## src/bubblePkg.sv

```systemverilog
`default_nettype none

package bubblePkg;

    // Access FSM states, encoded as {pageSelect, coilEnable, positionLatch}
    typedef enum logic [2:0] {
        initialStandby   = 3'b010, // Power-up, nothing selected
        bootloaderAccess = 3'b000, // Bootloop selected, coil running
        normalStandby    = 3'b110, // Page select high, coil stopped
        normalAccess     = 3'b100, // Coil running, waiting for latch
        pageLatch        = 3'b101  // Position latched, page goes out
    } accessState_t;

    // Per-bit output opcodes from the sequencer
    typedef enum logic [2:0] {
        modeIdle,      // Both lines high
        modeStartHigh, // First start-pattern bit
        modeStartLow,  // Second start-pattern bit
        modeData,      // Inverted buffer contents
        modeDummy,     // Trailing don't-care bits, high
        modeMarkLow    // Dummy low bits after the bootloader
    } outMode_t;

    typedef struct packed {
        logic positionChange; // 0 degree position step
        logic dataOutStrobe;  // Data goes out on its falling edge
        logic dataOutNotice;  // Replicator clamp
        logic positionLatch;  // Position may be latched
        logic pageSelect;     // Bootloader select
        logic coilEnable;     // Low while the bubbles move
    } timingStrobes_t;

    typedef struct packed {
        logic [10:0] address; // Buffer word address
        logic [1:0]  data;    // Odd in bit 1, even in bit 0
        logic        enable;  // Active low
    } bufferWrite_t;

    typedef struct packed {
        logic        advance; // One-cycle read strobe
        logic [10:0] address; // Word read on advance
    } readCommand_t;

    localparam logic [12:0] numPositions  = 13'd2053; // Positions 0..2052
    localparam logic [12:0] bootLength    = 13'd4571; // Bootloader bits 1..4571
    localparam logic [12:0] bootStartA    = 13'd2641; // Start pattern, odd high
    localparam logic [12:0] bootStartB    = 13'd2642; // Start pattern, both low
    localparam logic [12:0] bootDataFirst = 13'd2643;
    localparam logic [12:0] bootDataLast  = 13'd4562;
    localparam logic [12:0] bootDummyLast = 13'd4568; // End of low dummy bits
    localparam logic [12:0] pageLength    = 13'd703;  // Page bits 1..703
    localparam logic [12:0] pageDataFirst = 13'd101;
    localparam logic [12:0] pageDataLast  = 13'd612;

    localparam int channelCount = 2; // Odd and even

endpackage

`default_nettype wire

```

## src/accessStateMachine.sv

```systemverilog
`timescale 1ns/100ps
`default_nettype none

module accessStateMachine
(
    input  wire logic                       bubble_buffer_write_clock,
    input  wire logic                       bufferDataOutCounterEnable, // Async reset, active high
    input  wire bubblePkg::timingStrobes_t  strobes,
    output logic                            loadBootloader, // Active low
    output logic                            loadPage        // Active low
);

    import bubblePkg::*;

    logic [2:0]   lineSample;     // Registered control lines
    accessState_t state;          // Last accepted state
    accessState_t nextState;
    logic         nextBootloader;
    logic         nextPage;

    // Sample the three control lines once before decoding
    always_ff @(posedge bubble_buffer_write_clock or posedge bufferDataOutCounterEnable)
    begin
        if (bufferDataOutCounterEnable)
        begin
            lineSample <= initialStandby; // Quiet combination
        end
        else
        begin
            lineSample <= {strobes.pageSelect, strobes.coilEnable, strobes.positionLatch};
        end
    end

    // Decode with glitch filtering, default is hold
    always_comb
    begin
        nextState      = state;
        nextBootloader = loadBootloader;
        nextPage       = loadPage;
        case (lineSample)
            bootloaderAccess:
            begin
                if (!(state inside {normalAccess, pageLatch})) // D or E to B is a glitch
                begin
                    nextState      = bootloaderAccess;
                    nextBootloader = 1'b0;
                    nextPage       = 1'b1;
                end
            end
            initialStandby, normalStandby:
            begin
                if (state != pageLatch) // E to standby is a glitch
                begin
                    nextState      = accessState_t'(lineSample);
                    nextBootloader = 1'b1;
                    nextPage       = 1'b1;
                end
            end
            normalAccess:
            begin
                nextState = normalAccess; // Enables keep their level
            end
            pageLatch:
            begin
                if (state inside {normalAccess, pageLatch}) // Only D enters E
                begin
                    nextState      = pageLatch;
                    nextBootloader = 1'b1;
                    nextPage       = 1'b0;
                end
            end
            default:
            begin
                nextState = state; // Invalid line combination
            end
        endcase
    end

    always_ff @(posedge bubble_buffer_write_clock or posedge bufferDataOutCounterEnable)
    begin
        if (bufferDataOutCounterEnable)
        begin
            state          <= initialStandby;
            loadBootloader <= 1'b1;
            loadPage       <= 1'b1;
        end
        else
        begin
            state          <= nextState;
            loadBootloader <= nextBootloader;
            loadPage       <= nextPage;
        end
    end

    // Bootloader and page output never overlap
    enablesExclusive: assert property (@(posedge bubble_buffer_write_clock)
        disable iff (bufferDataOutCounterEnable) !(!loadBootloader && !loadPage));

endmodule

`default_nettype wire

```

## config.mk

```make
export PLATFORM = sky130hd
export DESIGN_NAME = accessStateMachine
export DESIGN_NICKNAME = d
export VERILOG_FILES = /design/src/bubblePkg.sv /design/src/accessStateMachine.sv
export SDC_FILE = /design/constraint.sdc
export NUM_CORES = 1
export LEC_CHECK = 0
export BUFFER_PORTS_ARGS = -buffer_cell sky130_fd_sc_hd__buf_2
export CORE_AREA = 4 4 41 43
export DETAILED_ROUTE_END_ITERATION = 6
export DIE_AREA = 0 0 45 47
export GPL_ROUTABILITY_DRIVEN = 0
export SETUP_SLACK_MARGIN = 0.15
export SLEW_MARGIN = 20
export SYNTH_ARGS = -nofsm -noshare
export SYNTH_HDL_FRONTEND = slang
export SYNTH_SLANG_ARGS = --single-unit
```

## constraint.sdc

```tcl
create_clock -name bubble_buffer_write_clock -period 1 [get_ports bubble_buffer_write_clock]
set_input_delay 0.05 -clock bubble_buffer_write_clock [delete_from_list [all_inputs] [get_ports bubble_buffer_write_clock]]
set_output_delay 0.05 -clock bubble_buffer_write_clock [all_outputs]
set_load 0.005 [all_outputs]
```

==> impl_results.md <==
* Syn Area/Cell at 11.5 sq um
* Crit-path cells: nor2b_4, a211o_1, nand3_1
* Worst slack, placed at -0.0184 ns
* Longest Clk Path Bufs at 2
* Leak Pwr at 0.000232 uW
* Yosys cell types at 16
* Final hold vios at 0
* Max Clk Rate at 0.971 GHz
* Die height at 47 microns
* 1st-pass router iterations at 4
* Register area share after synthesis at 0.594
* Nets at 57
* Drt initial violations at 2
* Power density cells at 1570 nW/um^2
* Tmin final at 1.03 ns
* Mapped cell area at 345 sq um
* Post-synth top area cell: dfstp_2
* Setup slack after layout at -0.0294 ns
* Slew Limit Headroom at 0.805
* Die span in x at 45 microns
* Via count at 285
* HPWL after DPL at 443 microns
* Clock root cell: clkbuf_4
* Port bufs at 6
* IO Count at 10
* VDD IR-drop max at 0.000741 V
* Largest net degree at the start of global routing at 9
* Core Rows at 13
* Wirelength per Cell at 11.2 microns
* GRT Total Usage at 0.0940
* First-pass GRT wire length at 1350 microns
* Startpoint types: register
* Sink Count at 8
* Drc violations at 0
* # setup viols final at 2
* Final antenna-violating net count at 0
* Clk_lat worst skew at 0.26 ns
* Slowest CP cell: dfstp_2
* Worst-margin pin slew at 0.292 ns
* CTS clk-pin slew, worst paths at 0.06 ns
* Slowest stage delay, CP at 0.57 ns
* Core footprint at 1300 sq um
* Commonest non-fill, non-tap cell in the layout: buf_2
* Synth top area cells: dfstp_2, dfrtp_1, a21oi_1
* #FFs+latches synth at 8
* Number of H-tree levels at 1
* Violated checks: negative setup slack
* Critical path class: register to register
* Yosys top cell area share at 0.304
* CTS tree: done
* Vias per inst at 4.52
* Worst Setup End Kind: register
* CP Max Fanout at 6
* FF-to-FF setup slack at -0.03 ns
* Total gr overflow at 0
* Max Transition Viols Final at 0
* Clock skew at 0.0137 ns
* Layout cell share with drive strength beyond 1 at 0.479
* Total Wirelength at 705 microns
* Vias in the first global route at 309
* Commonest cells after routing, fill and taps aside: buf_2, inv_1, dlygate4sd3_1, dfstp_2
* Max-cap violations at 0
* Final Non-Filler Cells at 63
* Final TNS setup at -0.0317 ns
* RSZ-0062 raised after global routing: yes
* Syn-to-layout area delta at 46.0%
* Number of CTS-inserted buffers at 3
* Cells after synthesis at 30
* Die Area at 2120 sq um
* Initial Util at 0.265
* Critical path arrival at 1.22 ns
* Outcome: complete, but fails checks
* CP Data Required Time at 1.19 ns
* Hold WC Path Type: input port to asynchronous set/reset pin
* Design Power at 793 uW
* Final Cycle Share at 1.03
* Initial antenna violation count at 0
* # diodes at 0
* Syn_nets at 38
* Placed cell count at 53
* Yosys warnings at 0
==> layout make-up <==
cell class | instances | area [sq um]
fillers | 139 | 797
flip-flops and latches | 8 | 206
multi-input cells | 18 | 134
repair buffers | 14 | 104
clock buffers | 4 | 26.3
well taps | 15 | 18.8
inverters | 4 | 15.0
==> metal layers <==
layer	vias to the layer above	track usage	share of wire
met4	0	0.0702	0.014
met1	134	0.103	0.41
met5	-	0	0
met3	2	0.0345	0.045
met2	9	0.150	0.53
li1	140	-	-
==> cells by family after synthesis <==
logic type      count (synthesis)  synth area share
compound gates                 11             0.214
buf+inv                         4            0.0435
flops                           8             0.594
simple gates                    7             0.149
==> worst paths after layout <==
kind,cells past startpoint,to,startpoint
worst max-delay path,3,loadBootloader,state[1]
max in group asynchronous,3,loadBootloader,bufferDataOutCounterEnable
worst min-delay path,3,lineSample[2],bufferDataOutCounterEnable
min in group bubble_buffer_write_clock,2,lineSample[0],strobes[2]
worst min register to register,2,state[1],state[1]
worst max register to register,3,loadBootloader,state[1]
==> what timing repair did <==
item                       4_1_cts  5_1_grt
pin swaps                        5        0
setup endpoints to repair        7        7
hold endpoints to repair         8        0
buffers inserted                 2        0
hold buffers                     4        0
gates resized for setup          3        1
gates cloned                     0        0
==> cell usage after synthesis, drive strengths merged <==
library cell  number
a22o               1
a21oi              4
dfrtp              4
nand4              1
a211o              1
nand2b             1
inv                4
o211a              1
nor2b              2
nand3              1
o21ai              3
nor2               2
o31ai              1
dfstp              4
==> critical path: cells and delay by family (launching register included) <==
kind / cells / cell delay (ns)
compound gates: 1 / 0.25
flops: 1 / 0.57
simple gates: 2 / 0.13
==> flip-flops by register name (all words and copies together) (netlist names) <==
signal and count:
lineSample 3, state 3, loadPage 1, loadBootloader 1
==> metrics by stage <==
stage	utilization	hold slack (ns)	area, sq um
final	0.388	0.270	504
after global routing	0.388	0.301	504
after CTS	0.387	0.262	503
after detailed placement	0.314	0.00614	409
after global placement	0.314	0.00468	409
after floorplan	-	-0.137	345
==> report_power, final <==
part	switching, uW	leakage (uW)	internal (uW)
combinational	50.2	0.000127	78.8
clock	118	0.0000150	153
sequential	27.4	0.0000901	365
total	196	0.000232	597
Note: power is estimated with default switching activity, not from simulation.
