**src/bubblePkg.sv**
```systemverilog
`default_nettype none

package bubblePkg;

    // Access FSM states, encoded as {pageSelect, coilEnable, positionLatch}
    typedef enum logic [2:0] {
        initialStandby   = 3'b010, // Power-up, nothing selected
        bootloaderAccess = 3'b000, // Bootloop selected, coil running
        normalStandby    = 3'b110, // Page select high, coil stopped
        normalAccess     = 3'b100, // Coil running, waiting for latch
        pageLatch        = 3'b101  // Position latched, page goes out
    } accessState_t;

    // Per-bit output opcodes from the sequencer
    typedef enum logic [2:0] {
        modeIdle,      // Both lines high
        modeStartHigh, // First start-pattern bit
        modeStartLow,  // Second start-pattern bit
        modeData,      // Inverted buffer contents
        modeDummy,     // Trailing don't-care bits, high
        modeMarkLow    // Dummy low bits after the bootloader
    } outMode_t;

    typedef struct packed {
        logic positionChange; // 0 degree position step
        logic dataOutStrobe;  // Data goes out on its falling edge
        logic dataOutNotice;  // Replicator clamp
        logic positionLatch;  // Position may be latched
        logic pageSelect;     // Bootloader select
        logic coilEnable;     // Low while the bubbles move
    } timingStrobes_t;

    typedef struct packed {
        logic [10:0] address; // Buffer word address
        logic [1:0]  data;    // Odd in bit 1, even in bit 0
        logic        enable;  // Active low
    } bufferWrite_t;

    typedef struct packed {
        logic        advance; // One-cycle read strobe
        logic [10:0] address; // Word read on advance
    } readCommand_t;

    localparam logic [12:0] numPositions  = 13'd2053; // Positions 0..2052
    localparam logic [12:0] bootLength    = 13'd4571; // Bootloader bits 1..4571
    localparam logic [12:0] bootStartA    = 13'd2641; // Start pattern, odd high
    localparam logic [12:0] bootStartB    = 13'd2642; // Start pattern, both low
    localparam logic [12:0] bootDataFirst = 13'd2643;
    localparam logic [12:0] bootDataLast  = 13'd4562;
    localparam logic [12:0] bootDummyLast = 13'd4568; // End of low dummy bits
    localparam logic [12:0] pageLength    = 13'd703;  // Page bits 1..703
    localparam logic [12:0] pageDataFirst = 13'd101;
    localparam logic [12:0] pageDataLast  = 13'd612;

    localparam int channelCount = 2; // Odd and even

endpackage

`default_nettype wire

```
**src/channelBuffer.sv**
```systemverilog
`timescale 1ns/100ps
`default_nettype none

module channelBuffer
(
    input  wire logic                       bubble_buffer_write_clock,
    input  wire logic [10:0]                writeAddress,
    input  wire logic                       writeBit,
    input  wire logic                       writeEnable, // Active low
    input  wire bubblePkg::readCommand_t    readCommand,
    output logic                            readBit
);

    localparam int depth = 2048; // One word per 11-bit address

    logic storage [depth];       // One channel of page or bootloader bits

    // Loader write port
    always_ff @(posedge bubble_buffer_write_clock)
    begin
        if (!writeEnable)
        begin
            storage[writeAddress] <= writeBit;
        end
    end

    // Sequenced read, held until the next advance
    always_ff @(posedge bubble_buffer_write_clock)
    begin
        if (readCommand.advance)
        begin
            readBit <= storage[readCommand.address];
        end
    end

endmodule

`default_nettype wire

```
**config.mk**
```make
export PLATFORM = sky130hd
export DESIGN_NAME = channelBuffer
export DESIGN_NICKNAME = d
export VERILOG_FILES = /design/src/bubblePkg.sv /design/src/channelBuffer.sv
export SDC_FILE = /design/constraint.sdc
export NUM_CORES = 2
export LEC_CHECK = 0
export CAP_MARGIN = 20
export CORE_MARGIN = 5
export CORE_UTILIZATION = 55
export DETAILED_ROUTE_END_ITERATION = 16
export DONT_BUFFER_PORTS = 1
export GPL_ROUTABILITY_DRIVEN = 0
export PLACE_DENSITY = 0.7
export SYNTH_ARGS = -nofsm -noshare
export SYNTH_HDL_FRONTEND = slang
export SYNTH_SLANG_ARGS = --single-unit
```
**constraint.sdc**
```tcl
create_clock -name bubble_buffer_write_clock -period 5 [get_ports bubble_buffer_write_clock]
set_input_delay 0.75 -clock bubble_buffer_write_clock [delete_from_list [all_inputs] [get_ports bubble_buffer_write_clock]]
set_output_delay 0.75 -clock bubble_buffer_write_clock [all_outputs]
set_load 0.01 [all_outputs]
```
==> summary.md <==
| Metric | Value |
|---|---|
| Final min period | `4.63 ns` |
| Combinational power share | `0.044` |
| Synth async-reset ratio | `0` |
| Clk Latency, worst-skew pair | `0.82 ns` |
| Routed len/inst | `29.8 µm` |
| CP Max Fanout | `108` |
| Hold Path End | `readBit$_DFFE_PP_` |
| Top FF cell, synth | `edfxtp_1` |
| Worst r2r src | `storage[804]$_DFFE_PP_` |
| Min-delay src | `readCommand[11]` |
| Site Rows | `148` |
| WP data arrival | `5.20 ns` |
| Total die area | `171000 µm²` |
| Total congestion overflow | `0` |
| RSZ-0062 raised after global routing | `false` |
| Clock sink total | `2049` |
| EDFF count, synth | `2049` |
| Reg clk slew, reported paths | `0.06 ns` |
| Crit path cell chain | `buf_16 -> buf_16 -> buf_16 -> mux4_1 -> mux4_2 -> mux2i_1 -> a22oi_1 -> and4_1 -> nand4b_1 -> nand4_1` |
| Clock Tree Root | `clkbuf_16` |
| Die span in x | `414 µm` |
| Worst path max stage delay | `0.65 ns` |
| Die Span Y | `414 µm` |
| Failing checks | `max-slew violations` |
| First-pass GRT wire length | `354 mm` |
| Outcome | `finished with violations` |
| FMAX | `0.216 GHz` |
| Rel. slew slack | `-0.0188` |
| Hold path depth | `0` |
| DR vias | `54664` |
| R2R Setup Slk | `1.99 ns` |
| Sw frac | `0.210` |
| Yosys warnings | `0` |
| Crit Path Category | `input pin to flip-flop` |
| Final hold vios | `0` |
| Post-synth cell types | `71` |
| Worst path most repeated cell | `buf_16` |
| Area grow syn2layout | `8.69%` |
| Crit path capture type | `flip-flop` |
| Drc violations | `0` |
| CP Launch Type | `input pin` |
| IO buf count | `0` |
| Mapped Avg Cell Area | `14.3 µm²` |
| Worst path buffer plus inverter count | `3` |
| PwrDens | `363 nW/µm²` |
| Slowest CP cell | `mux4_1` |
| Syn Inst Count | `6265` |
| Clock power share | `0.422` |
| I/O pins | `27` |
| CTS tree | `built` |
| Post-synth net total | `6291` |
| H-tree levels | `4` |
| HPWL Detailed | `128 mm` |
| Leak | `29.3 nW` |
| Post-layout instance area | `97600 µm²` |
| DRT antenna net count | `0` |
| Initial antenna violation count | `7` |
| Vias in the first global route | `51616` |
| Num CTS Buffers | `200` |
| Seq pwr share | `0.534` |
| MaxCap Viol Count | `0` |
| DR vias/cell | `6.56` |
| Most frequent cells in the layout | `2098 x nor2_1, 2049 x edfxtp_1, 328 x mux4_2, 306 x mux2i_1, 209 x clkbuf_16` |
| CTS Buffer Depth | `3` |
| Layout filler cell count | `12203` |
| Setup_tns | `0 ns` |
| Starting density of the core | `0.552` |
| Worst-Margin Slew | `1.53 ns` |
| Commonest non-fill, non-tap cell in the layout | `nor2_1` |
| Initial DRT Pass Iterations | `6` |
| Share of cells above drive strength 1 | `0.131` |
| DR iter-0 viols | `9188` |
| NetSw | `7.43 mW` |
| Peak VDD IR | `379 µV` |
| HP Class | `input pin to flip-flop` |
| RR Endpoint | `readBit$_DFFE_PP_` |
| Total Routing Usage GR | `0.280` |
| Nets | `6015` |
| Largest net degree at the start of global routing | `659` |
| Clock skew | `0.0289 ns` |
| Pint | `28.0 mW` |
| Post-CTS Hold Fix Bufs | `0` |
| # Post-CTS Setup Buffers | `0` |
| DP Area | `90200 µm²` |
| Final setup vio count | `0` |
| Largest delay share family, worst path | `multiplexers` |
| Final Max Tran Viols | `39` |
| Worst path required time | `5.57 ns` |
| Final worst path period share | `0.926` |
| R2R depth | `7` |
| Cts repair resizes | `0` |
| Post-Route WL | `248 mm` |
| Core ar. | `163000 µm²` |
| Mapped Area | `89800 µm²` |
| Synth Register Bits | `2049` |
| Register area share after synthesis | `0.685` |
per-layer routing:
metal,GRT usage,up-vias,routed length (µm)
li1,-,22572,-
met1,0.378,27972,90500
met2,0.448,3491,118000
met3,0.0594,627,27400
met4,0.117,2,12000
met5,0,-,14
kinds of logic (layout without fill, tap and decap cells):
group,Yosys count,in the layout,synth area share
and+or+nand+nor,2469,2469,0.108
muxes,700,700,0.135
buffers and inverters,641,526,0.0397
other,0,10,0
AOI/OAI and AO/OA,406,406,0.0320
DFF,2049,2049,0.685
synthesized netlist by cell type (5+ instances only):
master        n  area share
a21oi_1      78      0.0043
a31oi_1       8     0.00056
o221ai_1    117       0.011
a2111oi_0    17      0.0017
edfxtp_1   2049        0.69
o22ai_1      70      0.0049
nand4_1      15      0.0010
buf_12        7      0.0016
or3_1         5     0.00035
a211oi_1      6     0.00050
and3b_1       7     0.00068
buf_2        35      0.0020
mux4_1       61       0.018
o21ai_0      45      0.0025
clkbuf_8     32      0.0049
mux2_2        5     0.00063
nor2_1     2099       0.088
a22oi_1      23      0.0019
buf_8        33      0.0055
buf_6        35      0.0044
nor4_1       15      0.0010
buf_4         8     0.00067
mux2i_1     306       0.034
nand3_1      30      0.0017
mux4_2      328       0.082
or2_2        34      0.0024
nor2b_1       9     0.00063
buf_1        48      0.0020
nor3_1       58      0.0032
nand2_1     166      0.0069
clkbuf_1    433       0.018
nor3b_1       9     0.00075
final cells by class:
cell class	instances	area [µm²]	share of cell area
sequential	2049	61500	0.630
multi-input combinational	3575	24800	0.254
clock buffer	245	5320	0.0545
tap	2175	2720	0.0279
timing repair buffer	157	2080	0.0214
clock inverter	118	1070	0.0110
inverter	6	30.0	0.000308
antenna	10	25.0	0.000256
power groups by stage:
stage / Clock (mW) / Combinational, mW / Sequential [mW]
detailed placement: 0 / 1.33 / 19.3
finish: 14.9 / 1.57 / 18.9
global placement: 0 / 1.31 / 19.3
floorplan: 0 / 1.04 / 19.3
CTS: 15.0 / 1.33 / 18.9
global route: 15.8 / 1.62 / 18.9
worst register-to-register path, stage by stage (launching register included):
cell and delay (ns):
edfxtp_1 0.39, mux4_2 0.48, mux4_2 0.51, mux2i_1 0.55
a22oi_1 0.32, and4_1 0.27, nand4b_1 0.12, nand4_1 0.11
worst max-delay path by stage:
stage                         startpoint  slack (ns)           endpoint  depth (start not counted)
after floorplan           readCommand[0]        1.87  readBit$_DFFE_PP_                         10
after global placement    readCommand[1]        0.95  readBit$_DFFE_PP_                         10
after detailed placement  readCommand[1]        0.93  readBit$_DFFE_PP_                         11
after CTS                 readCommand[1]        1.78  readBit$_DFFE_PP_                         11
after global routing      readCommand[0]        0.27  readBit$_DFFE_PP_                         10
final                     readCommand[0]        0.37  readBit$_DFFE_PP_                         10
registers in the layout (all words and copies together) (netlist names):
name and flops:
storage 2048, readBit 1
stage by stage:
stage | hold WS, ns | cells | utilization | total power [mW] | setup WS [ns]
detailed placement | 0.870 | 7924 | 0.555 | 20.6 | 0.933
global route | 0.0128 | 8330 | 0.600 | 36.3 | 0.270
global placement | 0.869 | 7918 | 0.554 | 20.6 | 0.946
CTS | 0.000785 | 8287 | 0.594 | 35.3 | 1.78
finish | 0.0419 | 8335 | 0.600 | 35.4 | 0.369
floorplan | 0.849 | 6265 | - | 20.3 | 1.87
No activity file was read; power rests on OpenSTA's default activity.
