### config.mk
export PLATFORM = sky130hd
export DESIGN_NAME = outSequencer
export DESIGN_NICKNAME = d
export VERILOG_FILES = /design/src/bubblePkg.sv /design/src/outSequencer.sv
export SDC_FILE = /design/constraint.sdc
export NUM_CORES = 1
export LEC_CHECK = 0
export ABC_AREA = 0
export BUFFER_PORTS_ARGS = -buffer_cell sky130_fd_sc_hd__buf_4
export CORE_AREA = 4 4 53 91
export DETAILED_ROUTE_END_ITERATION = 12
export DIE_AREA = 0 0 57 95
export PLACE_DENSITY = 0.81
export SLEW_MARGIN = 20
export SYNTH_ARGS = -nofsm -noshare
export SYNTH_HDL_FRONTEND = slang
export SYNTH_SLANG_ARGS = --single-unit
### constraint.sdc
create_clock -name bubble_buffer_write_clock -period 3.4 [get_ports bubble_buffer_write_clock]
set_input_delay 0.85 -clock bubble_buffer_write_clock [delete_from_list [all_inputs] [get_ports bubble_buffer_write_clock]]
set_output_delay 0.85 -clock bubble_buffer_write_clock [all_outputs]
set_load 0.02 [all_outputs]
### src/bubblePkg.sv
`default_nettype none

package bubblePkg;

    // Access FSM states, encoded as {pageSelect, coilEnable, positionLatch}
    typedef enum logic [2:0] {
        initialStandby   = 3'b010, // Power-up, nothing selected
        bootloaderAccess = 3'b000, // Bootloop selected, coil running
        normalStandby    = 3'b110, // Page select high, coil stopped
        normalAccess     = 3'b100, // Coil running, waiting for latch
        pageLatch        = 3'b101  // Position latched, page goes out
    } accessState_t;

    // Per-bit output opcodes from the sequencer
    typedef enum logic [2:0] {
        modeIdle,      // Both lines high
        modeStartHigh, // First start-pattern bit
        modeStartLow,  // Second start-pattern bit
        modeData,      // Inverted buffer contents
        modeDummy,     // Trailing don't-care bits, high
        modeMarkLow    // Dummy low bits after the bootloader
    } outMode_t;

    typedef struct packed {
        logic positionChange; // 0 degree position step
        logic dataOutStrobe;  // Data goes out on its falling edge
        logic dataOutNotice;  // Replicator clamp
        logic positionLatch;  // Position may be latched
        logic pageSelect;     // Bootloader select
        logic coilEnable;     // Low while the bubbles move
    } timingStrobes_t;

    typedef struct packed {
        logic [10:0] address; // Buffer word address
        logic [1:0]  data;    // Odd in bit 1, even in bit 0
        logic        enable;  // Active low
    } bufferWrite_t;

    typedef struct packed {
        logic        advance; // One-cycle read strobe
        logic [10:0] address; // Word read on advance
    } readCommand_t;

    localparam logic [12:0] numPositions  = 13'd2053; // Positions 0..2052
    localparam logic [12:0] bootLength    = 13'd4571; // Bootloader bits 1..4571
    localparam logic [12:0] bootStartA    = 13'd2641; // Start pattern, odd high
    localparam logic [12:0] bootStartB    = 13'd2642; // Start pattern, both low
    localparam logic [12:0] bootDataFirst = 13'd2643;
    localparam logic [12:0] bootDataLast  = 13'd4562;
    localparam logic [12:0] bootDummyLast = 13'd4568; // End of low dummy bits
    localparam logic [12:0] pageLength    = 13'd703;  // Page bits 1..703
    localparam logic [12:0] pageDataFirst = 13'd101;
    localparam logic [12:0] pageDataLast  = 13'd612;

    localparam int channelCount = 2; // Odd and even

endpackage

`default_nettype wire

### src/outSequencer.sv
`timescale 1ns/100ps
`default_nettype none

module outSequencer
(
    input  wire logic                       bubble_buffer_write_clock,
    input  wire logic                       bufferDataOutCounterEnable,
    input  wire bubblePkg::timingStrobes_t  strobes,
    input  wire logic                       loadBootloader, // Active low
    input  wire logic                       loadPage,       // Active low
    output bubblePkg::readCommand_t         readCommand,
    output bubblePkg::outMode_t             outMode
);

    import bubblePkg::*;

    logic        strobeSample;  // Registered dataOutStrobe
    logic        strobeLast;
    logic        strobeRise;
    logic        strobeFall;
    logic        sequenceIdle;  // Both enables released
    logic [12:0] bitLimit;      // Saturation point of the bit counter
    logic [12:0] bitCount;      // Bit number, 1-based once running
    logic        inDataWindow;
    logic [10:0] readAddress;   // Last address read, all ones outside a window
    outMode_t    nextMode;

    assign strobeRise   = strobeSample & ~strobeLast;
    assign strobeFall   = ~strobeSample & strobeLast;
    assign sequenceIdle = loadBootloader & loadPage;
    assign bitLimit     = loadBootloader ? pageLength : bootLength;

    always_ff @(posedge bubble_buffer_write_clock or posedge bufferDataOutCounterEnable)
    begin
        if (bufferDataOutCounterEnable)
        begin
            strobeSample <= 1'b0;
            strobeLast   <= 1'b0;
            bitCount     <= 13'd0;
        end
        else
        begin
            strobeSample <= strobes.dataOutStrobe;
            strobeLast   <= strobeSample;
            if (sequenceIdle)
            begin
                bitCount <= 13'd0; // Stopped between outputs
            end
            else if (strobeFall && bitCount < bitLimit)
            begin
                bitCount <= bitCount + 13'd1; // One per output bit
            end
        end
    end

    // Map the bit number onto an opcode
    always_comb
    begin
        nextMode     = modeIdle;
        inDataWindow = 1'b0;
        if (!loadBootloader)
        begin
            if (bitCount == bootStartA)
                nextMode = modeStartHigh;
            else if (bitCount == bootStartB)
                nextMode = modeStartLow;
            else if (bitCount >= bootDataFirst && bitCount <= bootDataLast)
            begin
                nextMode     = modeData;
                inDataWindow = 1'b1;
            end
            else if (bitCount > bootDataLast && bitCount <= bootDummyLast)
                nextMode = modeMarkLow; // Six low bits
            else if (bitCount > bootDummyLast)
                nextMode = modeDummy;
        end
        else if (!loadPage)
        begin
            if (bitCount >= pageDataFirst && bitCount <= pageDataLast)
            begin
                nextMode     = modeData;
                inDataWindow = 1'b1;
            end
            else if (bitCount > pageDataLast)
                nextMode = modeDummy;
        end
    end

    always_ff @(posedge bubble_buffer_write_clock or posedge bufferDataOutCounterEnable)
    begin
        if (bufferDataOutCounterEnable)
        begin
            outMode     <= modeIdle;
            readAddress <= '1;
        end
        else
        begin
            outMode <= nextMode; // One cycle behind the count
            if (!inDataWindow)
                readAddress <= '1; // First advance then reads 0
            else if (readCommand.advance)
                readAddress <= readCommand.address;
        end
    end

    assign readCommand = '{advance: strobeRise & inDataWindow,
                           address: readAddress + 11'd1};

    // Reads land after the opcode has switched to data
    advanceInData: assert property (@(posedge bubble_buffer_write_clock)
        disable iff (bufferDataOutCounterEnable) readCommand.advance |-> outMode == modeData);

endmodule

`default_nettype wire

==> impl_metrics.yaml <==
floorplan:
  ioPinCount: 25
  initial_core_util_pct: 51.8
  die-area_um2: 5420
  fp.coreArea_um2: 4110
  rows: 31
  chipWidth_um: 57
  die_h_um: 95
synth:
  synth_flop_cell: "dfrtp_1"
  ys_seq_area_share_pct: 34.7
  synth_warnings: 0
  synth_seq_cells: 29
  synthTopCellsByCount: "dfrtp_1, nor2_1, nand2_1"
  ys_top_cells_by_area: "dfrtp_1, dfstp_2, ha_1"
  syn_area_um2: 2130
  syn_nets: 248
  synth_top_area_share_pct: 21.2
  postSynth.asyncResetShare_pct: 100
  yosysUniqueCellTypes: 54
  syn_inst: 228
  synth_edf_count: 0
  syn_area_per_cell_um2: 9.33
  yosys.area.top_type: "dfrtp_1"
flow_run:
  drv_cap: 0
pwr:
  switching_power_uw: 201
  switching_share_pct: 27.5
  power.density_nw_per_um2: 316
  seqPwrFrac_pct: 51.1
  max-vdd-ir-drop_v: 0.000275
  p_int_uw: 529
  pwr-share-comb_pct: 11.7
  clkPwrFrac_pct: 37.2
  power_leakage_nw: 1.02
sta:
  hold_viol: 0
  finalCritPeriodShare_pct: 93.2
  worst_slew_pin_slew_ns: 0.904
  setup_viol: 0
  fin_skew_ns: 0.00220
  fmax_mhz: 315
  drv_slew: 0
  min_period_ns: 3.17
  max_slew_margin_pct: 39.4
  fin_tns_setup_ns: 0
  rsz0062_at_grt: "no"
global_routing:
  met2_usage_pct: 32.5
  antenna_found_initial: 0
  grt.met3_usage_pct: 3.15
  met1_usage_pct: 16.0
  busiest_layer: "met2"
  grt_max_degree: 27
  first_global_vias: 1710
  overflow: 0
  grt.total_usage_pct: 17.0
  grt_pass1_wl_um: 7250
worst_setup_path:
  setup.worst_path.end_class: "primary output"
  path_depth: 6
  crit_end: "readCommand[11]"
  r2r_cells: 6
  r2r-start: "bitCount[9]"
  crit_chain: "or3_1 -> or4_1 -> o21ai_1 -> o22ai_2 -> and2_1 -> buf_4"
  crit_slowest_cell: "dfrtp_1"
  crit_buf_inv: 1
  path_max_fanout: 9
  slowest_delay_ns: 0.48
  cp.arrival_ns: 2.32
  crit_type: "reg -> out"
  reg2reg_to: "bitCount[10]"
  startpoint_type: "flop"
  cp.required_ns: 2.55
  crit_start: "bitCount[9]"
  crit_family: "simple AND/OR/NAND/NOR gates"
  r2r_slack_ns: 0.99
cells_and_area:
  fill_cells: 386
  multi_input_area_um2: 1230
  num_antenna_cells: 0
  regArea_um2: 739
  nNetsFinal: 262
  layout-drive-gt1-share_pct: 27.6
  final_cell_count_no_fill: 292
  syn2layout_area_growth_pct: 8.52
placement:
  routabilityCongestion: 0.852
  dp_hpwl_um: 3280
  port_buffers: 19
  dp_cells: 284
cts:
  htreeDepth: 2
  root_buffer: "clkbuf_8"
  clk_path_buf_depth: 2
  numCtsBuffers: 5
  cts.clk_slew.worst_paths_ns: 0.06
  cts.sinks: 29
  clock_latency_ns: 0.28
  post_cts_resized: 0
  post_cts_buffers: 0
  cts_hold_buffers: 0
  cts_tree: "built"
drt:
  drtIter0Drc: 40
  drt_first_pass_iters: 4
  drc: 0
  post_drt_wl_per_cell_um: 14.8
  wl_um: 4330
  vias_per_cell: 5.93
  vias: 1731
  ant_nets: 0
min_path:
  hp-class: "reg -> reg"
run_status:
  outcome: "finished clean"
metal layers:
metal  routed length, um  up-vias
met4                 154        0
met2                2390       47
li1                    -      844
met1                1630      822
met5                   0        -
met3                 152       18
worst min-delay path by stage:
stage            startpoint  depth (start not counted)          to
2_1_floorplan  strobeSample                          0  strobeLast
3_3_place_gp   strobeSample                          0  strobeLast
3_5_place_dp   strobeSample                          0  strobeLast
4_1_cts        strobeSample                          0  strobeLast
5_1_grt        strobeSample                          0  strobeLast
6_report       strobeSample                          0  strobeLast
through the flow:
step                hold WS (ns)  total power, mW  setup WS [ns]  utilization [%]  area [um2]
finish                     0.394            0.730          0.230             56.2        2310
detailed placement         0.393            0.464          0.289             54.2        2230
CTS                        0.398            0.742          0.209             56.2        2310
floorplan                  0.359            0.443          0.674                -        2130
global route               0.410            0.766          0.117             56.2        2310
global placement           0.392            0.462          0.347             54.2        2230
worst reg2reg max path, cell delays in order (launching register included):
cell	delay (ns)
dfrtp_1	0.48
ha_1	0.35
a2111o_1	0.48
a21oi_2	0.17
o21ai_2	0.17
or4_1	0.54
a21oi_1	0.15
state kept, by name (all words and copies together), names as in the netlist:
signal	cells
strobeLast	1
readAddress	11
bitCount	13
outMode	3
strobeSample	1
power by group through the flow:
stage	registers, mW	clock network [mW]	logic [mW]
6_report	0.373	0.271	0.0853
5_1_grt	0.375	0.295	0.0952
4_1_cts	0.373	0.283	0.0862
3_5_place_dp	0.378	0	0.0860
3_3_place_gp	0.379	0	0.0838
2_1_floorplan	0.372	0	0.0711
layout by cell type (no fill, tap or decap), types with 6 or more instances in the layout:
| master | instances |
|---|---|
| nand2_1 | 15 |
| buf_4 | 23 |
| o21ai_0 | 8 |
| nand2_2 | 10 |
| xor2_1 | 13 |
| nor2_1 | 18 |
| dfrtp_1 | 18 |
| a21oi_1 | 8 |
| nand4_1 | 6 |
| dfstp_2 | 11 |
| nand3_1 | 14 |
| ha_1 | 10 |
| xnor2_1 | 10 |
cell type report:
class	instances	share of cell area (%)
Multi-Input combinational cell	177	53.3
Sequential cell	29	32.0
Timing Repair Buffer	23	7.48
Clock buffer	6	3.14
Tap cell	49	2.65
Inverter	6	0.975
Clock inverter	2	0.433
logic make-up after synthesis:
kind of cell	synth area share, %
DFF	34.7
adders and majority gates	5.88
xor gates and xnor gates	9.46
muxes	0.999
buffers and inverters	7.41
and+or+nand+nor	23.2
AOI/OAI and AO/OA	18.3
Note: power is estimated with default switching activity, not from simulation.
