$ cat src/bubblePkg.sv
`default_nettype none

package bubblePkg;

    // Access FSM states, encoded as {pageSelect, coilEnable, positionLatch}
    typedef enum logic [2:0] {
        initialStandby   = 3'b010, // Power-up, nothing selected
        bootloaderAccess = 3'b000, // Bootloop selected, coil running
        normalStandby    = 3'b110, // Page select high, coil stopped
        normalAccess     = 3'b100, // Coil running, waiting for latch
        pageLatch        = 3'b101  // Position latched, page goes out
    } accessState_t;

    // Per-bit output opcodes from the sequencer
    typedef enum logic [2:0] {
        modeIdle,      // Both lines high
        modeStartHigh, // First start-pattern bit
        modeStartLow,  // Second start-pattern bit
        modeData,      // Inverted buffer contents
        modeDummy,     // Trailing don't-care bits, high
        modeMarkLow    // Dummy low bits after the bootloader
    } outMode_t;

    typedef struct packed {
        logic positionChange; // 0 degree position step
        logic dataOutStrobe;  // Data goes out on its falling edge
        logic dataOutNotice;  // Replicator clamp
        logic positionLatch;  // Position may be latched
        logic pageSelect;     // Bootloader select
        logic coilEnable;     // Low while the bubbles move
    } timingStrobes_t;

    typedef struct packed {
        logic [10:0] address; // Buffer word address
        logic [1:0]  data;    // Odd in bit 1, even in bit 0
        logic        enable;  // Active low
    } bufferWrite_t;

    typedef struct packed {
        logic        advance; // One-cycle read strobe
        logic [10:0] address; // Word read on advance
    } readCommand_t;

    localparam logic [12:0] numPositions  = 13'd2053; // Positions 0..2052
    localparam logic [12:0] bootLength    = 13'd4571; // Bootloader bits 1..4571
    localparam logic [12:0] bootStartA    = 13'd2641; // Start pattern, odd high
    localparam logic [12:0] bootStartB    = 13'd2642; // Start pattern, both low
    localparam logic [12:0] bootDataFirst = 13'd2643;
    localparam logic [12:0] bootDataLast  = 13'd4562;
    localparam logic [12:0] bootDummyLast = 13'd4568; // End of low dummy bits
    localparam logic [12:0] pageLength    = 13'd703;  // Page bits 1..703
    localparam logic [12:0] pageDataFirst = 13'd101;
    localparam logic [12:0] pageDataLast  = 13'd612;

    localparam int channelCount = 2; // Odd and even

endpackage

`default_nettype wire

$ cat src/positionCounter.sv
`timescale 1ns/100ps
`default_nettype none

module positionCounter
#(
    parameter logic [11:0] initialPosition = 12'd1464 // Per-unit calibration
)
(
    input  wire logic                       bubble_buffer_write_clock,
    input  wire logic                       bufferDataOutCounterEnable,
    input  wire bubblePkg::timingStrobes_t  strobes,
    output logic                            convert,
    output logic [11:0]                     bubblePositionOutput
);

    import bubblePkg::*;

    logic changeSample; // Registered positionChange
    logic changeLast;   // Previous sample
    logic changeRise;

    assign changeRise = changeSample & ~changeLast;

    always_ff @(posedge bubble_buffer_write_clock or posedge bufferDataOutCounterEnable)
    begin
        if (bufferDataOutCounterEnable)
        begin
            changeSample         <= 1'b0;
            changeLast           <= 1'b0;
            convert              <= 1'b0;
            bubblePositionOutput <= initialPosition;
        end
        else
        begin
            changeSample <= strobes.positionChange;
            changeLast   <= changeSample;
            convert      <= strobes.positionLatch; // Convert request follows the latch
            if (changeRise)
            begin
                if ({1'b0, bubblePositionOutput} >= numPositions - 13'd1)
                begin
                    bubblePositionOutput <= 12'd0; // Wrap after 2052
                end
                else
                begin
                    bubblePositionOutput <= bubblePositionOutput + 12'd1;
                end
            end
        end
    end

    positionInRange: assert property (@(posedge bubble_buffer_write_clock)
        disable iff (bufferDataOutCounterEnable) {1'b0, bubblePositionOutput} < numPositions);

endmodule

`default_nettype wire

$ cat config.mk
export PLATFORM = sky130hd
export DESIGN_NAME = positionCounter
export DESIGN_NICKNAME = d
export VERILOG_FILES = /design/src/bubblePkg.sv /design/src/positionCounter.sv
export SDC_FILE = /design/constraint.sdc
export NUM_CORES = 1
export LEC_CHECK = 0
export ABC_AREA = 1
export BUFFER_PORTS_ARGS = -buffer_cell sky130_fd_sc_hd__buf_2
export CAP_MARGIN = 25
export CORE_MARGIN = 2
export CORE_UTILIZATION = 40
export CTS_CLUSTER_DIAMETER = 120
export DETAILED_ROUTE_END_ITERATION = 10
export HOLD_SLACK_MARGIN = 0.05
export SLEW_MARGIN = 30
export SYNTH_ARGS = -nofsm -noshare
export SYNTH_HDL_FRONTEND = slang
export SYNTH_SLANG_ARGS = --single-unit
$ cat constraint.sdc
create_clock -name bubble_buffer_write_clock -period 2.2 [get_ports bubble_buffer_write_clock]
set_clock_uncertainty 0.2 [all_clocks]
set_input_delay 0.33 -clock bubble_buffer_write_clock [delete_from_list [all_inputs] [get_ports bubble_buffer_write_clock]]
set_output_delay 0.33 -clock bubble_buffer_write_clock [all_outputs]
set_load 0.005 [all_outputs]
==> impl_metrics.toml, run 1 <==
[worst_hold_path]
hold_path_class = "flop to flop"
whs_path_depth = 0
worstHoldStart = "changeSample$_DFF_PP0_"
min_to = "changeLast$_DFF_PP0_"

[floorplanning]
chipWidth_um = 50.46
num_rows = 16
dieArea_um2 = 2546
start_util_pct = 43.13
core_um2 = 2002
die_y_um = 50.46
boundaryPins = 21

[clock_network]
post_cts_buffers = 0
ctsResizeCount = 0
clockBufferDepth = 2
cts_root_buf = "clkbuf_4"
cts.sinks = 15
clk-insertion-delay-late_ps = 290
cts_tree = "built"
cts_buffers = 3
clkTransAtPathRegs_ps = 90
cts_max_level = 1

[power_and_ir_drop]
p_switching_uw = 270.6
clkPwrFrac_pct = 21.1
p_leak_uw = 0.0005875
combPwrFrac_pct = 27.5
seqPwrFrac_pct = 51.4
intPower_uw = 492.6
p_per_area_nw_per_um2 = 743.9
switching_share_pct = 35.46
vdd_ir_drop_max_uv = 348.0

[timing]
period_share_pct = 75.79
drv_slew = 0
finalSetupViolCount = 0
period_needed_ps = 1667
rsz0062_at_grt = "no"
hold_viol = 0
fmax_ghz = 0.5997
slew_headroom_pct = 63.62
tns_ps = 0
tightestPinTransition_ps = 545.1

[synthesis]
yosysSeqAreaShare_pct = 44.35
synth_cell_type_count = 19
netlist_area_um2 = 863.3
synth.avg_cell_area_um2 = 7.640
synthesis.nets = 123
ys_seq_elements = 15
yosysWarnings = 0
postSynthCellCount = 113

[critical_path]
timing.critical_path.fanout_max = 11
required_ps = 2240
timing.rr.start = "changeSample$_DFF_PP0_"
cp_top_family = "simple AND/OR/NAND/NOR gates"
reg2reg_depth = 7
crit_chain = "inv_1 -> nor2_2 -> nand2_1 -> nor2_2 -> xor2_1 -> nand2_1 -> inv_1"
critPathLaunchType = "flop"
worst_path_max_delay_cell = "dfrtp_1"
crit_buf_inv = 2
cpPeakStageDelay_ps = 390
r2r_slack_ps = 530
worstPathArrival_ps = 1700
reg2reg_to = "bubblePositionOutput[4]$_DFFE_PP1P_"
endpoint_kind = "flop"
path_class = "flop to flop"

[routing]
routed_wl_um = 1683
dr.pass1.iters = 4
viasPerCell = 4.636
wl_per_cell_um = 10.39
via_count = 751
ant_nets = 0
drt_iter0_drc = 20
drc_errors = 0

[finish]
num_antenna_cells = 0
multi_input_area_um2 = 375.4
nets = 146
fillers = 213
regArea_um2 = 382.9
syn2layout_area_growth_pct = 18.84
layout-drive-gt1-share_pct = 28.89
final_cells = 162

[placement]
dp_hpwl_um = 1276
numPortBuffers = 16
globalplace.congestion = 0.7477
dp_cells = 155

[grt]
grt_pass1_vias = 706
antenna_found_initial = 0
grt_pass1_wl_um = 2939
grt_usage_pct = 15.82
grt_overflow_total = 0
grt_max_degree = 16

[flow_run]
cap_violations = 0

[outcome]
status = "complete, no violations"
==> metal layers <==
metal | up-vias | global-route usage (%) | part of all wire (%)
li1 | 387 | - | -
met1 | 344 | 19.02 | 46
met2 | 16 | 26.10 | 49
met3 | 4 | 3.869 | 4.0
met4 | 0 | 8.108 | 1.3
met5 | - | 0 | 0
==> power groups by stage <==
stage / clock (uW) / sequential (uW) / combinational (uW)
6_report: 161 / 392 / 210
5_1_grt: 180 / 402 / 244
4_1_cts: 167 / 393 / 215
3_5_place_dp: 0 / 397 / 208
3_3_place_gp: 0 / 395 / 206
2_1_floorplan: 0 / 390 / 144
==> Yosys cell counts <==
cell | count | area (um^2)
dfstp_2 | 6 | 157.7
nand3_1 | 11 | 55.05
inv_2 | 2 | 7.510
nand3_2 | 3 | 30.03
dfrtp_1 | 9 | 225.2
o21ai_1 | 1 | 5.000
nand2_2 | 1 | 6.260
inv_1 | 24 | 90.09
o21ai_0 | 2 | 10.01
a21oi_1 | 1 | 5.000
nor2_2 | 6 | 37.54
xor2_1 | 1 | 8.760
nand3_4 | 1 | 17.52
nor2_4 | 1 | 11.26
ha_1 | 2 | 25.02
buf_4 | 1 | 7.510
nand2_1 | 29 | 108.9
nand4_1 | 4 | 25.02
nor2_1 | 8 | 30.03
==> metrics by stage <==
| stage | power (uW) | instance area [um^2] | hold slack, ps | setup slack (ps) | util, % |
|---|---|---|---|---|---|
| after floorplan | 533.9 | 863.3 | 27.19 | 853.8 | - |
| after global placement | 600.2 | 969.7 | 201.9 | 580.6 | 48.44 |
| after detailed placement | 605.6 | 969.7 | 212.2 | 545.0 | 48.44 |
| after CTS | 774.9 | 1026 | 235.9 | 528.4 | 51.25 |
| after global routing | 825.7 | 1026 | 260.1 | 339.7 | 51.25 |
| final | 763.2 | 1026 | 238.1 | 532.5 | 51.25 |
==> cells by family after synthesis <==
family,share of synthesized area (%)
compound gates,2.318
xor+xnor,1.015
fa+ha+maj,2.898
buf+inv,12.17
flops,44.35
simple gates,37.25
==> worst reg2reg max path, cell delays in order (launching register included) <==
cell,delay (ps)
dfrtp_1,390
inv_1,60
nor2_2,360
nand2_1,150
nor2_2,180
xor2_1,160
nand2_1,60
inv_1,50
==> registers in the layout, indices dropped and copies added (netlist names) <==
register,flops
bubblePositionOutput,12
changeLast,1
changeSample,1
convert,1
==> timing repair <==
item	in CTS	in global routing
endpoints found under the setup margin	0	0
hold buffers	3	0
hold endpoints to repair	11	0
==> worst max path at each step <==
stage | startpoint | to | slack (ps) | cells past startpoint
5_1_grt | changeSample$_DFF_PP0_ | bubblePositionOutput[4]$_DFFE_PP1P_ | 340 | 7
2_1_floorplan | bubblePositionOutput[0]$_DFFE_PP0P_ | bubblePositionOutput[10]$_DFFE_PP1P_ | 850 | 7
6_report | changeSample$_DFF_PP0_ | bubblePositionOutput[4]$_DFFE_PP1P_ | 530 | 7
3_3_place_gp | changeSample$_DFF_PP0_ | bubblePositionOutput[4]$_DFFE_PP1P_ | 580 | 7
3_5_place_dp | changeSample$_DFF_PP0_ | bubblePositionOutput[4]$_DFFE_PP1P_ | 540 | 7
4_1_cts | changeSample$_DFF_PP0_ | bubblePositionOutput[4]$_DFFE_PP1P_ | 530 | 7
==> cells in the final DEF, fill, tap and decap left out <==
cell type      count
nor2_4             1
clkbuf_4           3
buf_2             16
o21ai_0            2
ha_1               2
nand3_1           11
nor2_1             8
dlygate4sd3_1      3
nor2_2             6
nand4_1            4
dfrtp_1            9
nand3_2            3
inv_1             24
o21ai_1            1
dfstp_2            6
inv_2              2
clkbuf_1           1
nand2_2            1
xor2_1             1
a21oi_1            1
nand2_1           29
nand3_4            1
==> area by class of cell <==
cell class | count | area share (%)
sequential | 15 | 37.32
multi-input combinational | 71 | 36.59
timing repair buffer | 19 | 10.73
inverter | 26 | 9.512
tap | 27 | 3.293
clock buffer | 4 | 2.561
No activity file was read; power rests on OpenSTA's default activity.
==> run 2, diff against run 1 <==
PLACE_DENSITY = 0.65   (was not set)
clock period = 1.4 ns   (was 2.2 ns; I/O delays follow)
==> run 2 against run 1 <==
Net effect: the run now ends with negative setup slack left; final area increased by 32%; non-clock buffer count increased by 18; register-to-register slack got worse by 610 ps; worst setup slack got worse by 610 ps; flip-flop and latch count unchanged; worst hold slack got worse by 17 ps; combinational power increased to 3.0 times the previous value; first-iteration DRC count increased by 5.0%; global-route usage increased by 4.4 points; die area unchanged; highest routed layer unchanged.
==> impl_metrics.toml, run 2 (same netlist as run 1, synthesis figures left out) <==
[critical_path]
worstPathArrival_ps = 1060
timing.critical_path.fanout_max = 4
endpoint_kind = "primary output"
r2r_slack_ps = -70
critPathLaunchType = "flop"
required_ps = 990
path_class = "flop to primary output"

[outcome]
violations = "negative setup slack"
status = "finished with violations"

[finish]
nets = 165
largest_reg_flops = 12
final_cells = 181
num_antenna_cells = 0
regArea_um2 = 384.1
layout-drive-gt1-share_pct = 55.19
syn2layout_area_growth_pct = 57.39
largest-register = "bubblePositionOutput"
final_cell_mix = "nand2_1 (23), inv_1 (18), buf_6 (15)"
fillers = 170
mostFrequentLayoutCell = "nand2_1"
multi_input_area_um2 = 494.2
fin_area_um2 = 1359

[grt]
antenna_found_initial = 0
grt_pass1_vias = 888
grt_usage_pct = 20.23
grt_max_degree = 16
grt_pass1_wl_um = 3829
grt_overflow_total = 0

[worst_hold_path]
hold_path_class = "flop to flop"

[timing]
hold_viol = 0
finalSetupViolCount = 17
slew_headroom_pct = 85.12
drv_slew = 0
period_share_pct = 105.3
fin_ws_ps = -74.26
hold_slack_ps = 221.3
tightestPinTransition_ps = 223.2
rsz0062_at_grt = "yes"
period_needed_ps = 1474
fmax_ghz = 0.6783
tns_ps = -676.3

[placement]
dp_cells = 166
placed_area_um2 = 1052
globalplace.congestion = 0.8085
numPortBuffers = 16
dp_hpwl_um = 1383

[power_and_ir_drop]
vdd_ir_drop_max_uv = 764.0
p_per_area_nw_per_um2 = 1110
p_leak_uw = 0.0007063

[clock_network]
cts_root_buf = "clkbuf_4"
cts_tree = "built"
cts.sinks = 15
clockBufferDepth = 2
clk-insertion-delay-late_ps = 290
cts_max_level = 1
cts_buffers = 3
clkTransAtPathRegs_ps = 100

[routing]
wl_per_cell_um = 12.23
ant_nets = 0
via_count = 875
drt_iter0_drc = 21
dr.pass1.iters = 5
routed_wl_um = 2213
drc_errors = 0
viasPerCell = 4.834

[floorplanning]
die_y_um = 50.46
start_util_pct = 43.13
boundaryPins = 21
core_um2 = 2002
num_rows = 16
dieArea_um2 = 2546
chipWidth_um = 50.46

[flow_run]
cap_violations = 0
[run 2: final timing paths]
path / startpoint / endpoint / cells past startpoint
hold reg to reg: changeSample$_DFF_PP0_ / changeLast$_DFF_PP0_ / 0
max in group asynchronous: bufferDataOutCounterEnable / bubblePositionOutput[3]$_DFFE_PP1P_ / 4
min in group asynchronous: bufferDataOutCounterEnable / convert$_DFF_PP0_ / 4
hold / removal: changeSample$_DFF_PP0_ / changeLast$_DFF_PP0_ / 0
setup / recovery: bubblePositionOutput[4]$_DFFE_PP1P_ / bubblePositionOutput[4] / 2
setup reg to reg: bubblePositionOutput[3]$_DFFE_PP1P_ / bubblePositionOutput[6]$_DFFE_PP0P_ / 7
[run 2: power by group]
part,internal (uW),switching [uW],total [uW]
logic,309,315,624
clock network,106,154,260
registers,522,103,625
total,937,572,1510
[run 2: critical path, stage by stage (launching register included)]
cell	delay [ps]
dfstp_2	580
buf_6	110
buf_6	80
[run 2: timing repair]
| action | in CTS | in global routing |
|---|---|---|
| gates resized for setup | 26 | 24 |
| gates cloned | 1 | 0 |
| buffers inserted | 5 | 2 |
| endpoints found under the setup margin | 15 | 21 |
| hold buffers | 3 | 0 |
| endpoints found under the hold margin | 17 | 0 |
| pin swaps | 6 | 11 |
[run 2: stage by stage]
stage	setup WS (ps)	total power, uW	util, %
2_1_floorplan	53.82	839.0	-
3_3_place_gp	-2.167	1011	52.56
3_5_place_dp	-18.51	1023	52.56
4_1_cts	-64.83	1403	62.69
5_1_grt	-139.8	1612	67.88
6_report	-74.26	1509	67.88
[run 2: cell type report]
type | count | area share [%]
repair buffers | 37 | 23.66
multi-input cells | 72 | 36.37
well taps | 27 | 2.486
clock inverters | 1 | 0.3683
clock buffers | 3 | 1.657
inverters | 26 | 7.182
flip-flops and latches | 15 | 28.27
[run 2: layer usage]
layer | vias up | wire length [um] | track usage [%]
met5 | - | 0 | 0
met4 | 0 | 46 | 8.108
met3 | 11 | 108 | 2.679
met2 | 32 | 1138 | 36.84
met1 | 401 | 919 | 23.76
li1 | 431 | - | -
